<file path="src/source/fmb_pkg.sv">
// fmb memory tester package: bus geometry, test region, FSM states and data pattern
`default_nettype none

package fmb_pkg;

	// ------------------------------------------------------------
	// axi port geometry
	// ------------------------------------------------------------
	localparam int ADDR_W = 33;
	localparam int DATA_W = 32;
	localparam int STRB_W = DATA_W / 8;
	localparam int AXLEN_W = 8;
	localparam int RESP_W = 2;
	localparam int HALF_W = DATA_W / 2;

	typedef logic [ADDR_W-1:0] addr_t;
	typedef logic [DATA_W-1:0] data_t;

	// ------------------------------------------------------------
	// test region and burst shape
	// ------------------------------------------------------------
	localparam int BURST_LEN = 8;
	localparam int BEAT_CNT_W = $clog2(BURST_LEN);
	// one beat moves one full data word
	localparam int BEAT_BYTES = STRB_W;
	localparam int BURST_BYTES = BURST_LEN * BEAT_BYTES;
	localparam int TEST_WORDS = 64;
	localparam int TEST_BURSTS = TEST_WORDS / BURST_LEN;
	localparam int BURST_CNT_W = $clog2(TEST_BURSTS);
	localparam addr_t TEST_BASE = '0;

	// controller config reset hold
	localparam int CFG_RST_CYCLES = 16;
	localparam int CFG_CNT_W = $clog2(CFG_RST_CYCLES);

	// reset / config sequencer
	typedef enum logic [1:0] {
		RS_HOLD,
		RS_CFG_RESET,
		RS_CFG_START,
		RS_READY
	} rst_state_e;

	// test sequencer, one burst in flight at a time
	typedef enum logic [2:0] {
		TS_IDLE,
		TS_WR_ISSUE,
		TS_WR_WAIT,
		TS_RD_ISSUE,
		TS_RD_WAIT,
		TS_DONE
	} test_state_e;

	// word index in the low half, its inverse in the high half
	function automatic data_t pattern_of(input addr_t addr);
		logic [HALF_W-1:0] idx;
		idx = HALF_W'(addr >> 2);
		return {~idx, idx};
	endfunction

endpackage

`default_nettype wire

</file>
<file path="src/source/ddr_reset_sequencer.sv">
// ddr controller config sequencer: config reset hold, start until done, axi reset release
`timescale 1ns/1ps
`default_nettype none

module ddr_reset_sequencer (
	input  logic iSCLK,
	input  logic qLocked,
	input  logic i_ddr_cfg_done,
	output logic o_ddr_cfg_reset,
	output logic o_ddr_cfg_start,
	output logic o_ddr_axi_rstn,
	output logic o_cfg_ready
);
	import fmb_pkg::*;

	logic [1:0] rst_sync;
	logic [CFG_CNT_W-1:0] hold_cnt;
	rst_state_e state;

	// ------------------------------------------------------------
	// reset release synchronizer
	// ------------------------------------------------------------
	// assert at once, release two clocks later
	always_ff @(posedge iSCLK or negedge qLocked)
	begin
		if (!qLocked)
			rst_sync <= 2'b00;
		else
			rst_sync <= {rst_sync[0], 1'b1};
	end

	// ------------------------------------------------------------
	// config FSM
	// ------------------------------------------------------------
	always_ff @(posedge iSCLK or negedge qLocked)
	begin
		if (!qLocked)
		begin
			state <= RS_HOLD;
			hold_cnt <= '0;
		end
		else
		begin
			case (state)
				RS_HOLD:
				begin
					hold_cnt <= '0;
					if (rst_sync[1])
						state <= RS_CFG_RESET;
				end
				// config reset for CFG_RST_CYCLES clocks
				RS_CFG_RESET:
				begin
					hold_cnt <= hold_cnt + 1'b1;
					if (hold_cnt == CFG_CNT_W'(CFG_RST_CYCLES - 1))
						state <= RS_CFG_START;
				end
				// start held until the controller reports calibration done
				RS_CFG_START:
				begin
					if (i_ddr_cfg_done)
						state <= RS_READY;
				end
				// stays here until the next reset
				default:
					state <= RS_READY;
			endcase
		end
	end

	// outputs decoded straight from the state register
	assign o_ddr_cfg_reset = (state == RS_CFG_RESET);
	assign o_ddr_cfg_start = (state == RS_CFG_START);
	assign o_ddr_axi_rstn = (state == RS_READY);
	assign o_cfg_ready = (state == RS_READY);

endmodule

`default_nettype wire

</file>
<file path="src/source/fmb_tester_top.sv">
// fmb memory tester top: reset forming, config sequencer, test engine and status LEDs
`timescale 1ns/1ps
`default_nettype none

module fmb_tester_top (
	// clock and board controls
	input  logic                        iSCLK,
	input  logic                        i_pll_bl1_locked,
	input  logic                        i_pll_tl2_locked,
	input  logic [1:0]                  i_pb_sw,
	// controller configuration
	input  logic                        i_ddr_cfg_done,
	output logic                        o_ddr_cfg_reset,
	output logic                        o_ddr_cfg_start,
	output logic                        o_ddr_axi_rstn,
	// axi write address / data / response
	output fmb_pkg::addr_t              o_awaddr,
	output logic [fmb_pkg::AXLEN_W-1:0] o_awlen,
	output logic                        o_awvalid,
	input  logic                        i_awready,
	output fmb_pkg::data_t              o_wdata,
	output logic [fmb_pkg::STRB_W-1:0]  o_wstrb,
	output logic                        o_wlast,
	output logic                        o_wvalid,
	input  logic                        i_wready,
	input  logic [fmb_pkg::RESP_W-1:0]  i_bresp,
	input  logic                        i_bvalid,
	output logic                        o_bready,
	// axi read address / data
	output fmb_pkg::addr_t              o_araddr,
	output logic [fmb_pkg::AXLEN_W-1:0] o_arlen,
	output logic                        o_arvalid,
	input  logic                        i_arready,
	input  fmb_pkg::data_t              i_rdata,
	input  logic [fmb_pkg::RESP_W-1:0]  i_rresp,
	input  logic                        i_rlast,
	input  logic                        i_rvalid,
	output logic                        o_rready,
	// status
	output logic [7:2]                  o_led,
	output fmb_pkg::addr_t              o_fail_addr
);
	import fmb_pkg::*;

	logic qLocked;
	logic cfg_ready;
	logic wr_start, rd_start;
	logic wr_done, wr_bad;
	logic rd_done, rd_mismatch;
	logic test_run, test_done, test_fail;
	addr_t burst_base;
	addr_t rd_mismatch_addr;

	// ------------------------------------------------------------
	// system reset, switch 0 and both PLLs locked
	// ------------------------------------------------------------
	assign qLocked = i_pb_sw[0] & i_pll_bl1_locked & i_pll_tl2_locked;

	ddr_reset_sequencer u_rst_seq (
		.iSCLK           (iSCLK),
		.qLocked         (qLocked),
		.i_ddr_cfg_done  (i_ddr_cfg_done),
		.o_ddr_cfg_reset (o_ddr_cfg_reset),
		.o_ddr_cfg_start (o_ddr_cfg_start),
		.o_ddr_axi_rstn  (o_ddr_axi_rstn),
		.o_cfg_ready     (cfg_ready)
	);

	// switch 1 restarts a finished test
	mem_check_seq u_seq (
		.iSCLK (iSCLK), .qLocked (qLocked),
		.i_cfg_ready (cfg_ready), .i_restart_n (i_pb_sw[1]),
		.o_wr_start (wr_start), .o_rd_start (rd_start), .o_base (burst_base),
		.i_wr_done (wr_done), .i_wr_bad (wr_bad),
		.i_rd_done (rd_done), .i_rd_mismatch (rd_mismatch),
		.i_rd_mismatch_addr (rd_mismatch_addr),
		.o_test_run (test_run), .o_test_done (test_done),
		.o_test_fail (test_fail), .o_fail_addr (o_fail_addr)
	);

	mem_check_writer u_wr (
		.iSCLK (iSCLK), .qLocked (qLocked), .i_start (wr_start), .i_base (burst_base),
		.o_awaddr (o_awaddr), .o_awlen (o_awlen),
		.o_awvalid (o_awvalid), .i_awready (i_awready),
		.o_wdata (o_wdata), .o_wstrb (o_wstrb), .o_wlast (o_wlast),
		.o_wvalid (o_wvalid), .i_wready (i_wready),
		.i_bresp (i_bresp), .i_bvalid (i_bvalid), .o_bready (o_bready),
		.o_done (wr_done), .o_bad_resp (wr_bad)
	);

	mem_check_reader u_rd (
		.iSCLK (iSCLK), .qLocked (qLocked), .i_start (rd_start), .i_base (burst_base),
		.o_araddr (o_araddr), .o_arlen (o_arlen),
		.o_arvalid (o_arvalid), .i_arready (i_arready),
		.i_rdata (i_rdata), .i_rresp (i_rresp), .i_rlast (i_rlast),
		.i_rvalid (i_rvalid), .o_rready (o_rready),
		.o_done (rd_done), .o_mismatch (rd_mismatch),
		.o_mismatch_addr (rd_mismatch_addr)
	);

	// ------------------------------------------------------------
	// user LEDs
	// ------------------------------------------------------------
	assign o_led[2] = qLocked;
	assign o_led[3] = o_ddr_cfg_start;
	assign o_led[4] = cfg_ready;
	assign o_led[5] = test_run;
	assign o_led[6] = test_fail;
	assign o_led[7] = test_done;

endmodule

`default_nettype wire

</file>
<file path="src/source/mem_check_reader.sv">
// axi burst reader: one 8-beat read per start, each beat compared with the pattern
`timescale 1ns/1ps
`default_nettype none

module mem_check_reader (
	input  logic                        iSCLK,
	input  logic                        qLocked,
	input  logic                        i_start,
	input  fmb_pkg::addr_t              i_base,
	output fmb_pkg::addr_t              o_araddr,
	output logic [fmb_pkg::AXLEN_W-1:0] o_arlen,
	output logic                        o_arvalid,
	input  logic                        i_arready,
	input  fmb_pkg::data_t              i_rdata,
	input  logic [fmb_pkg::RESP_W-1:0]  i_rresp,
	input  logic                        i_rlast,
	input  logic                        i_rvalid,
	output logic                        o_rready,
	output logic                        o_done,
	output logic                        o_mismatch,
	output fmb_pkg::addr_t              o_mismatch_addr
);
	import fmb_pkg::*;

	addr_t beat_addr;
	logic rd_active;
	logic beat_take;
	logic beat_bad;

	assign beat_take = i_rvalid && o_rready;
	// error response is treated like wrong data
	assign beat_bad = (i_rdata != pattern_of(beat_addr)) || (|i_rresp);

	// ------------------------------------------------------------
	// burst control
	// ------------------------------------------------------------
	always_ff @(posedge iSCLK or negedge qLocked)
	begin
		if (!qLocked)
		begin
			o_arvalid <= 1'b0;
			rd_active <= 1'b0;
			o_done <= 1'b0;
			o_mismatch <= 1'b0;
		end
		else
		begin
			o_done <= 1'b0;
			if (i_start && !rd_active)
			begin
				o_arvalid <= 1'b1;
				rd_active <= 1'b1;
				o_mismatch <= 1'b0;
			end
			if (o_arvalid && i_arready)
				o_arvalid <= 1'b0;
			if (beat_take)
			begin
				if (beat_bad)
					o_mismatch <= 1'b1;
				// burst ends on the rlast beat
				if (i_rlast)
				begin
					rd_active <= 1'b0;
					o_done <= 1'b1;
				end
			end
		end
	end

	// beat address, first bad beat latched
	always_ff @(posedge iSCLK)
	begin
		if (i_start && !rd_active)
		begin
			o_araddr <= i_base;
			beat_addr <= i_base;
		end
		else if (beat_take)
		begin
			beat_addr <= beat_addr + addr_t'(BEAT_BYTES);
			if (beat_bad && !o_mismatch)
				o_mismatch_addr <= beat_addr;
		end
	end

	assign o_arlen = AXLEN_W'(BURST_LEN - 1);
	// ready stays up for the whole burst
	assign o_rready = rd_active;

endmodule

`default_nettype wire

</file>
<file path="src/source/mem_check_seq.sv">
// memory test sequencer: write pass then read pass over the test region, sticky status
`timescale 1ns/1ps
`default_nettype none

module mem_check_seq (
	input  logic           iSCLK,
	input  logic           qLocked,
	input  logic           i_cfg_ready,
	input  logic           i_restart_n,
	output logic           o_wr_start,
	output logic           o_rd_start,
	output fmb_pkg::addr_t o_base,
	input  logic           i_wr_done,
	input  logic           i_wr_bad,
	input  logic           i_rd_done,
	input  logic           i_rd_mismatch,
	input  fmb_pkg::addr_t i_rd_mismatch_addr,
	output logic           o_test_run,
	output logic           o_test_done,
	output logic           o_test_fail,
	output fmb_pkg::addr_t o_fail_addr
);
	import fmb_pkg::*;

	test_state_e state;
	logic [BURST_CNT_W-1:0] burst_cnt;
	logic last_burst;
	logic [2:0] sw_sync;
	logic restart_press;

	// push switch sync, press is a high to low step
	always_ff @(posedge iSCLK or negedge qLocked)
	begin
		if (!qLocked)
			sw_sync <= 3'b111;
		else
			sw_sync <= {sw_sync[1:0], i_restart_n};
	end

	assign restart_press = sw_sync[2] & ~sw_sync[1];
	assign last_burst = (burst_cnt == BURST_CNT_W'(TEST_BURSTS - 1));

	// ------------------------------------------------------------
	// test FSM
	// ------------------------------------------------------------
	always_ff @(posedge iSCLK or negedge qLocked)
	begin
		if (!qLocked)
		begin
			state <= TS_IDLE;
			burst_cnt <= '0;
			o_base <= TEST_BASE;
			o_test_fail <= 1'b0;
			o_fail_addr <= '0;
		end
		else
		begin
			case (state)
				TS_IDLE:
				begin
					burst_cnt <= '0;
					o_base <= TEST_BASE;
					if (i_cfg_ready)
						state <= TS_WR_ISSUE;
				end
				TS_WR_ISSUE:
					state <= TS_WR_WAIT;
				TS_WR_WAIT:
				begin
					if (i_wr_done)
					begin
						// bad response blames the whole burst
						if (i_wr_bad && !o_test_fail)
						begin
							o_test_fail <= 1'b1;
							o_fail_addr <= o_base;
						end
						burst_cnt <= burst_cnt + 1'b1;
						if (last_burst)
						begin
							o_base <= TEST_BASE;
							state <= TS_RD_ISSUE;
						end
						else
						begin
							o_base <= o_base + addr_t'(BURST_BYTES);
							state <= TS_WR_ISSUE;
						end
					end
				end
				TS_RD_ISSUE:
					state <= TS_RD_WAIT;
				TS_RD_WAIT:
				begin
					if (i_rd_done)
					begin
						// only the first failing word is kept
						if (i_rd_mismatch && !o_test_fail)
						begin
							o_test_fail <= 1'b1;
							o_fail_addr <= i_rd_mismatch_addr;
						end
						burst_cnt <= burst_cnt + 1'b1;
						o_base <= o_base + addr_t'(BURST_BYTES);
						state <= last_burst ? TS_DONE : TS_RD_ISSUE;
					end
				end
				default:
				begin
					// restart wipes the previous result
					if (restart_press)
					begin
						o_test_fail <= 1'b0;
						o_fail_addr <= '0;
						state <= TS_IDLE;
					end
				end
			endcase
		end
	end

	// issue states last one clock, so starts are single pulses
	assign o_wr_start = (state == TS_WR_ISSUE);
	assign o_rd_start = (state == TS_RD_ISSUE);
	assign o_test_run = (state != TS_IDLE) && (state != TS_DONE);
	assign o_test_done = (state == TS_DONE);

endmodule

`default_nettype wire

</file>
<file path="src/source/mem_check_writer.sv">
// axi burst writer: one 8-beat pattern burst per start, then response check
`timescale 1ns/1ps
`default_nettype none

module mem_check_writer (
	input  logic                        iSCLK,
	input  logic                        qLocked,
	input  logic                        i_start,
	input  fmb_pkg::addr_t              i_base,
	output fmb_pkg::addr_t              o_awaddr,
	output logic [fmb_pkg::AXLEN_W-1:0] o_awlen,
	output logic                        o_awvalid,
	input  logic                        i_awready,
	output fmb_pkg::data_t              o_wdata,
	output logic [fmb_pkg::STRB_W-1:0]  o_wstrb,
	output logic                        o_wlast,
	output logic                        o_wvalid,
	input  logic                        i_wready,
	input  logic [fmb_pkg::RESP_W-1:0]  i_bresp,
	input  logic                        i_bvalid,
	output logic                        o_bready,
	output logic                        o_done,
	output logic                        o_bad_resp
);
	import fmb_pkg::*;

	logic [BEAT_CNT_W-1:0] beat_cnt;
	addr_t beat_addr;
	logic busy;

	// any channel phase still open
	assign busy = o_awvalid | o_wvalid | o_bready;

	// ------------------------------------------------------------
	// channel phases: address, data, response
	// ------------------------------------------------------------
	always_ff @(posedge iSCLK or negedge qLocked)
	begin
		if (!qLocked)
		begin
			o_awvalid <= 1'b0;
			o_wvalid <= 1'b0;
			o_bready <= 1'b0;
			o_done <= 1'b0;
			o_bad_resp <= 1'b0;
			beat_cnt <= '0;
		end
		else
		begin
			o_done <= 1'b0;
			if (i_start && !busy)
				o_awvalid <= 1'b1;
			// data phase opens once the address is taken
			if (o_awvalid && i_awready)
			begin
				o_awvalid <= 1'b0;
				o_wvalid <= 1'b1;
				beat_cnt <= '0;
			end
			// stalled beats simply hold
			if (o_wvalid && i_wready)
			begin
				beat_cnt <= beat_cnt + 1'b1;
				if (o_wlast)
				begin
					o_wvalid <= 1'b0;
					o_bready <= 1'b1;
				end
			end
			if (o_bready && i_bvalid)
			begin
				o_bready <= 1'b0;
				o_done <= 1'b1;
				o_bad_resp <= |i_bresp;
			end
		end
	end

	// burst and beat address
	always_ff @(posedge iSCLK)
	begin
		if (i_start && !busy)
		begin
			o_awaddr <= i_base;
			beat_addr <= i_base;
		end
		else if (o_wvalid && i_wready)
			beat_addr <= beat_addr + addr_t'(BEAT_BYTES);
	end

	assign o_awlen = AXLEN_W'(BURST_LEN - 1);
	assign o_wdata = pattern_of(beat_addr);
	assign o_wstrb = '1;
	assign o_wlast = (beat_cnt == BEAT_CNT_W'(BURST_LEN - 1));

endmodule

`default_nettype wire

</file>
<file path="config.mk">
export PLATFORM = sky130hd
export DESIGN_NAME = fmb_tester_top
export DESIGN_NICKNAME = d
export VERILOG_FILES = /design/src/source/fmb_pkg.sv /design/src/source/ddr_reset_sequencer.sv /design/src/source/fmb_tester_top.sv /design/src/source/mem_check_reader.sv /design/src/source/mem_check_seq.sv /design/src/source/mem_check_writer.sv
export SDC_FILE = /design/constraint.sdc
export NUM_CORES = 1
export LEC_CHECK = 0
export ABC_CLOCK_PERIOD_IN_PS = 4910
export BUFFER_PORTS_ARGS = -buffer_cell sky130_fd_sc_hd__buf_2
export CORE_MARGIN = 8
export CORE_UTILIZATION = 55
export CTS_CLUSTER_DIAMETER = 150
export DETAILED_ROUTE_END_ITERATION = 7
export GPL_TIMING_DRIVEN = 0
export PLACE_DENSITY = 0.84
export SLEW_MARGIN = 10
export SYNTH_ARGS = -nofsm -noshare
export SYNTH_HDL_FRONTEND = slang
export SYNTH_SLANG_ARGS = --single-unit
</file>
<file path="constraint.sdc">
create_clock -name iSCLK -period 4.91 [get_ports iSCLK]
set_input_delay 0.7365 -clock iSCLK [delete_from_list [all_inputs] [get_ports iSCLK]]
set_output_delay 0.7365 -clock iSCLK [all_outputs]
set_load 0.01 [all_outputs]
</file>
==> flow_summary_export.csv, run 1 <==
group,metric,value,unit
outcome,status,"complete, no violations",
setup_path,arrival,2450,ps
clock_network,ctsRootBufferMaster,"clkbuf_16",
clock_network,cts_resized,0,
hold_path,hold_path_class,"in -> reg",
drt,dr_wl_met2,11.8,mm
finish,diodes,0,
place,dp_hpwl,18.6,mm
setup_path,timing.critical_path.buf_inv,4,
place,dpl.cell_count,1354,
synthesis,yosys-top-cells-count,"134 x edfxtp_1, 87 x dfrtp_1, 75 x nand2_1",
synthesis,synthCells,905,
synthesis,synth_warnings,0,
finish,final_core_util,66.8,%
timing,min_period,3190,ps
finish,fill_cells,1364,
finish,nNetsFinal,1200,
place,gp_congestion,0.860,
synthesis,ys_seq_area_share,61.4,%
setup_path,cp_max_fo,10,
drt,wl_per_cell,18.1,um
drt,first_pass_iters,5,
clock_network,cts_buffers,22,
grt,antenna_found_initial,0,
finish,register_area,0.00628,mm2
clock_network,post_cts_buffers,0,
timing,fmax,314,MHz
clock_network,h-tree-depth,1,
timing,worstMarginPinSlew,1130,ps
pwr,finalPower,6.63,mW
timing,rsz0062_at_grt,"no",
setup_path,worstSetupPathType,"reg -> out",
setup_path,critPathTopFamily,"buffers and inverters",
synthesis,synth.area.top_cells,"edfxtp_1 39%, dfrtp_1 21%, xnor2_1 3.0%",
timing,finalCritPeriodShare,64.9,%
drt,routed_wl,25.3,mm
finish,drive_gt1_share,23.9,%
synthesis,synthArstFlopShare,40.2,%
place,port_buffers,183,
place,place_area,0.0116,mm2
finish,syn2layout_area_growth,20.6,%
timing,slew_violations,0,
synthesis,yosysMostFrequentCell,"edfxtp_1",
grt,grt_pass1_vias,7788,
grt,grt_pass1_wl,40.3,mm
drt,postRouteAntennaNets,0,
pwr,peakVddDrop,252,uV
grt,grt_util_all_layers,21.1,%
synthesis,syn_avg_cell_area,11.3,um2
floorplanning,die_area,0.0232,mm2
drt,num_vias,8006,
timing,slew-limit-headroom,24.1,%
synthesis,synth_enable_flop_cells,134,
synthesis,yosysUniqueCellTypes,52,
clock_network,cts_tree,"yes",
drt,via_per_inst,5.74,
synthesis,synth_seq_cells,224,
clock_network,clock_path_buffers,3,
finish,design_area,0.0123,mm2
finish,multiInputGateArea,0.00349,mm2
synthesis,synth_area,0.0102,mm2
pwr,leakagePower,5.02,nW
flow_run,maxCapViolations,0,
synthesis,synth.largest_area_cell,"edfxtp_1",
drt,drtIter0Drc,747,
drt,wl_met1,10.3,mm
drt,dr_wl_met3,2.24,mm
clock_network,postCtsHoldBufs,0,
timing,setup_violations,0,
pwr,power_density,538,mW/mm2
grt,gr-total-overflow,0,
setup_path,critical-path-max-stage-delay,470,ps
setup_path,cp-end-kind,"output port",
setup_path,critPathRequiredTime,4170,ps
timing,skew,17.7,ps
clock_network,clk_latency,500,ps
floorplanning,die_h,152,um
floorplanning,start_util,55.4,%
drt,drc_errors,0,
floorplanning,coreArea,0.0185,mm2
timing,hold_viol,0,
clock_network,clock-sinks,224,
floorplanning,die_w,152,um
drt,dr.max_layer_used,"met4",
floorplanning,rows,50,
setup_path,start_kind,"register",
synthesis,synth_top_cell_area_share,39.3,%
grt,grt_max_degree,61,
finish,fin_cells,1394,
synthesis,synth-main-ff-cell,"edfxtp_1",
setup_path,cp_cell_sequence,"clkbuf_1, buf_1, nor2_1, or3_1, buf_4, buf_2",
floorplanning,io_pins,214,
setup_path,critPathSlowestCell,"dfrtp_1",
clock_network,path_clk_slew,60,ps
-- metal layers --
layer	GRT usage (%)	up-vias
met5	0	-
met4	8.61	0
met3	4.59	63
met2	34.4	416
met1	27.1	3818
li1	-	3709
-- per-stage QoR --
step           setup slack (ps)  TNS, ps  hold slack (ps)
4_1_cts                    1700        0              339
2_1_floorplan               762        0              331
6_report                   1720        0              345
3_5_place_dp               1810        0              343
5_1_grt                    1550        0              336
3_3_place_gp               -323     -444              332
-- power breakdown --
part,total (mW),switching [mW],internal (mW)
clock,1.65,0.674,0.980
sequential,3.04,0.412,2.63
combinational,1.94,1.20,0.734
-- final timing paths --
check                                      startpoint                        to  slack [ps]  cells after the start
worst max-delay path                   u_seq.state[0]                  o_led[5]        1720                      6
worst min register to register  u_rst_seq.rst_sync[0]     u_rst_seq.rst_sync[1]         350                      0
min in group asynchronous            i_pll_bl1_locked     u_rst_seq.rst_sync[1]         360                      2
max in group asynchronous            i_pll_tl2_locked          u_seq.sw_sync[1]        3890                      3
worst max register to register      u_rd.beat_addr[4]  u_rd.o_mismatch_addr[17]        2050                      5
worst min-delay path                       i_pb_sw[1]          u_seq.sw_sync[0]         350                      1
-- sequential cells by signal (all words and copies together), names as in the netlist, 2 cells and up --
| signal | cells |
|---|---|
| u_wr.beat_cnt | 3 |
| u_rst_seq.rst_sync | 2 |
| u_wr.o_awaddr | 28 |
| u_rst_seq.hold_cnt | 4 |
| u_rst_seq.state | 2 |
| u_rd.o_mismatch_addr | 31 |
| u_seq.o_fail_addr | 32 |
| u_seq.burst_cnt | 3 |
| u_rd.o_araddr | 28 |
| u_rd.beat_addr | 31 |
| u_seq.o_base | 28 |
| u_seq.sw_sync | 3 |
| u_seq.state | 3 |
| u_wr.beat_addr | 16 |
-- kinds of logic (layout without fill, tap and decap cells) --
logic type,after synthesis,count (layout),synth area share [%]
multiplexers,5,5,0.514
XOR/XNOR,48,48,4.11
adder cells (fa/ha/maj),8,8,0.979
buffers and inverters,112,338,5.70
flip-flops,224,224,61.4
AO/OA/AOI/OAI,191,191,11.2
AND/OR/NAND/NOR,315,315,16.1
other,2,31,0.0734
-- layout make-up --
cell class	count	share of cell area (%)
well taps	234	2.37
plain buffers	76	3.65
inverters	36	1.10
flip-flops and latches	224	50.9
multi-input cells	598	28.3
clock inverters	8	0.700
repair buffers	186	7.97
clock buffers	32	5.02
-- cells in the final DEF (no fill, tap or decap), types with 18 or more instances in the layout --
cell type / n
conb_1: 31
buf_2: 187
dfrtp_1: 87
clkbuf_1: 35
nand3_1: 36
clkbuf_16: 23
nand2_1: 75
o31ai_1: 18
a21oi_1: 60
inv_1: 35
o21ai_0: 55
a22oi_1: 29
nor3_1: 18
buf_4: 38
xnor2_1: 35
edfxtp_1: 134
nor2_1: 68
Note: power is estimated with default switching activity, not from simulation.
==> inputs of run 2 (changes only) <==
--- a/config.mk
+++ b/config.mk
@@ -5,14 +5,15 @@
 export SDC_FILE = /design/constraint.sdc
 export NUM_CORES = 1
 export LEC_CHECK = 0
-export ABC_CLOCK_PERIOD_IN_PS = 4910
+export ABC_AREA = 1
+export ABC_CLOCK_PERIOD_IN_PS = 2800
 export BUFFER_PORTS_ARGS = -buffer_cell sky130_fd_sc_hd__buf_2
 export CORE_MARGIN = 8
-export CORE_UTILIZATION = 55
+export CORE_UTILIZATION = 50
 export CTS_CLUSTER_DIAMETER = 150
 export DETAILED_ROUTE_END_ITERATION = 7
 export GPL_TIMING_DRIVEN = 0
-export PLACE_DENSITY = 0.84
+export PLACE_DENSITY = 0.8
 export SLEW_MARGIN = 10
 export SYNTH_ARGS = -nofsm -noshare
 export SYNTH_HDL_FRONTEND = slang
==> constraint.sdc (replaced) <==
create_clock -name iSCLK -period 2.8 [get_ports iSCLK]
set_input_delay 0.42 -clock iSCLK [delete_from_list [all_inputs] [get_ports iSCLK]]
set_output_delay 0.42 -clock iSCLK [all_outputs]
set_load 0.01 [all_outputs]
==> flow_summary_export.csv, run 2 <==
group,metric,value,unit
clock_network,clk_latency,500,ps
setup_path,arrival,2730,ps
pwr,leakagePower,6.19,nW
timing,fmax,392,MHz
timing,skew,17.7,ps
timing,min_period,2550,ps
drt,postRouteAntennaNets,0,
place,gp_congestion,0.944,
clock_network,clock-sinks,224,
drt,drtIter0Drc,835,
drt,num_vias,9169,
flow_run,maxCapViolations,0,
timing,slew_violations,0,
setup_path,start_kind,"register",
finish,diodes,0,
clock_network,cts_resized,2,
grt,grt_max_degree,55,
synthesis,synthCells,1233,
grt,grt_util_all_layers,21.1,%
synthesis,synthArstFlopShare,40.2,%
setup_path,cp-end-kind,"register",
pwr,finalPower,11.5,mW
clock_network,ctsRootBufferMaster,"clkbuf_16",
clock_network,h-tree-depth,1,
floorplanning,rows,54,
finish,top_regs,"u_seq.o_fail_addr (32), u_rd.beat_addr (31), u_rd.o_mismatch_addr (31)",
timing,fin_ws,248,ps
timing,slew-limit-headroom,44.0,%
place,dp_slack,-422,ps
outcome,status,"complete, no violations",
setup_path,worstSetupPathType,"reg -> reg",
finish,largest_reg_flops,32,
timing,finalCritPeriodShare,91.1,%
synthesis,yosysUniqueCellTypes,41,
synthesis,synth_area,0.0109,mm2
timing,rsz0062_at_grt,"no",
drt,wl_per_cell,16.4,um
drt,drc_errors,0,
grt,gr-total-overflow,0,
finish,top_register,"u_seq.o_fail_addr",
synthesis,synth_enable_flop_cells,134,
pwr,power_density,880,mW/mm2
finish,final_cell_mix,"392 x nand2_1, 193 x buf_2, 134 x edfxtp_1",
clock_network,postCtsHoldBufs,0,
finish,drive_gt1_share,20.3,%
floorplanning,coreArea,0.0216,mm2
floorplanning,die_w,164,um
clock_network,path_clk_slew,70,ps
finish,nNetsFinal,1526,
grt,antenna_found_initial,0,
clock_network,cts_tree,"yes",
floorplanning,start_util,50.6,%
finish,fin_cells,1765,
clock_network,post_cts_buffers,0,
timing,hold_viol,0,
hold_path,hold_path_class,"in -> reg",
synthesis,synth.largest_area_cell,"edfxtp_1",
pwr,peakVddDrop,364,uV
clock_network,cts_buffers,21,
setup_path,critPathRequiredTime,2970,ps
setup_path,cp_max_fo,31,
grt,grt_pass1_wl,45.4,mm
place,dpl.cell_count,1727,
synthesis,yosysMostFrequentCell,"nand2_1",
grt,grt_pass1_vias,8869,
timing,setup_violations,0,
drt,routed_wl,28.9,mm
synthesis,synth_top_cell_area_share,36.8,%
floorplanning,io_pins,214,
synthesis,synth.area.top_cells,"edfxtp_1 37%, dfrtp_1 20%, nand2_1 13%",
synthesis,ys_seq_area_share,57.5,%
place,port_buffers,183,
clock_network,clock_path_buffers,3,
place,dp_hpwl,22.1,mm
finish,layout_commonest_cell,"nand2_1",
drt,first_pass_iters,5,
synthesis,synth_seq_cells,224,
timing,worstMarginPinSlew,838,ps
synthesis,synth-main-ff-cell,"edfxtp_1",
synthesis,synth_warnings,0,
floorplanning,die_h,164,um
finish,syn2layout_area_growth,19.7,%
synthesis,yosys-top-cells-count,"393 x nand2_1, 134 x edfxtp_1, 128 x inv_1",
drt,via_per_inst,5.19,
floorplanning,die_area,0.0268,mm2
synthesis,syn_avg_cell_area,8.86,um2
## run 2: cell count changes in the layout (fill, tap and decap cells not counted), moves of 11 or more
| cell | delta |
|---|---|
| nor2_1 | +56 |
| a21oi_1 | -39 |
| or4_1 | -16 |
| nor3_1 | +14 |
| inv_1 | +93 |
| a22oi_1 | -29 |
| o31ai_1 | -15 |
| xnor2_1 | -30 |
| clkbuf_1 | -21 |
| nand3_1 | +15 |
| o21ai_0 | +27 |
| nand2b_1 | -11 |
| nand2_1 | +317 |
| xor2_1 | +12 |
## run 2: cells by family (layout without fill, tap and decap cells)
group                    after synthesis  after routing  share of synthesized area, %
XOR/XNOR                              30             30                          2.40
buffers and inverters                203            426                          8.60
flip-flops                           224            224                          57.5
adder cells (fa/ha/maj)                8              8                         0.916
AO/OA/AOI/OAI                        132            132                          6.57
other                                  2             31                        0.0687
AND/OR/NAND/NOR                      634            634                          24.0
## run 2: area by class of cell
class	instances	area, um2
Timing Repair Buffer	185	963
Sequential cell	224	6280
Buffer	66	427
Clock buffer	22	529
Tap cell	280	350
Clock inverter	16	168
Multi-Input combinational cell	835	3850
Inverter	137	514
Fill cell	1806	8540
## run 2: final timing paths
check	depth (start not counted)	startpoint	slack, ps	end
worst max register to register	7	u_seq.state[2]	250	u_rd.beat_addr[26]
worst min-delay path	1	i_pb_sw[1]	20	u_seq.sw_sync[0]
max in group asynchronous	3	i_pll_tl2_locked	2060	u_seq.o_base[30]
worst max-delay path	7	u_seq.state[2]	250	u_rd.beat_addr[26]
worst min register to register	0	u_seq.sw_sync[0]	360	u_seq.sw_sync[1]
min in group asynchronous	2	i_pll_bl1_locked	70	u_seq.o_fail_addr[1]
## run 2: layer usage
metal	up-vias	global-route usage (%)	part of all wire, %
met3	58	3.56	9.4
li1	4406	-	-
met2	435	36.4	48
met1	4270	26.6	40
met5	-	0	0
met4	0	7.36	2.5
## run 2: metrics by stage
stage / instance area (um2) / util (%) / TNS (ps) / hold slack [ps]
after global placement: 12300 / 56.9 / -47830 / 333
after global routing: 13100 / 60.5 / 0 / 1.34
after detailed placement: 12400 / 57.2 / -12970 / 338
final: 13100 / 60.5 / 0 / 17.9
after floorplan: 11000 / - / 0 / 331
after CTS: 13100 / 60.5 / 0 / 3.86
## run 2: power by group
group	switching, mW	internal, mW	total (mW)
logic	2.33	1.19	3.52
registers	0.633	4.47	5.10
clock network	1.24	1.66	2.90
## run 2: critical path, stage by stage, from the launching register on
cell and delay [ps]:
dfrtp_1 420, inv_2 200, nand3_1 230, nor2_2 330, inv_1 130, buf_2 220
buf_1 350, nand2_8 330
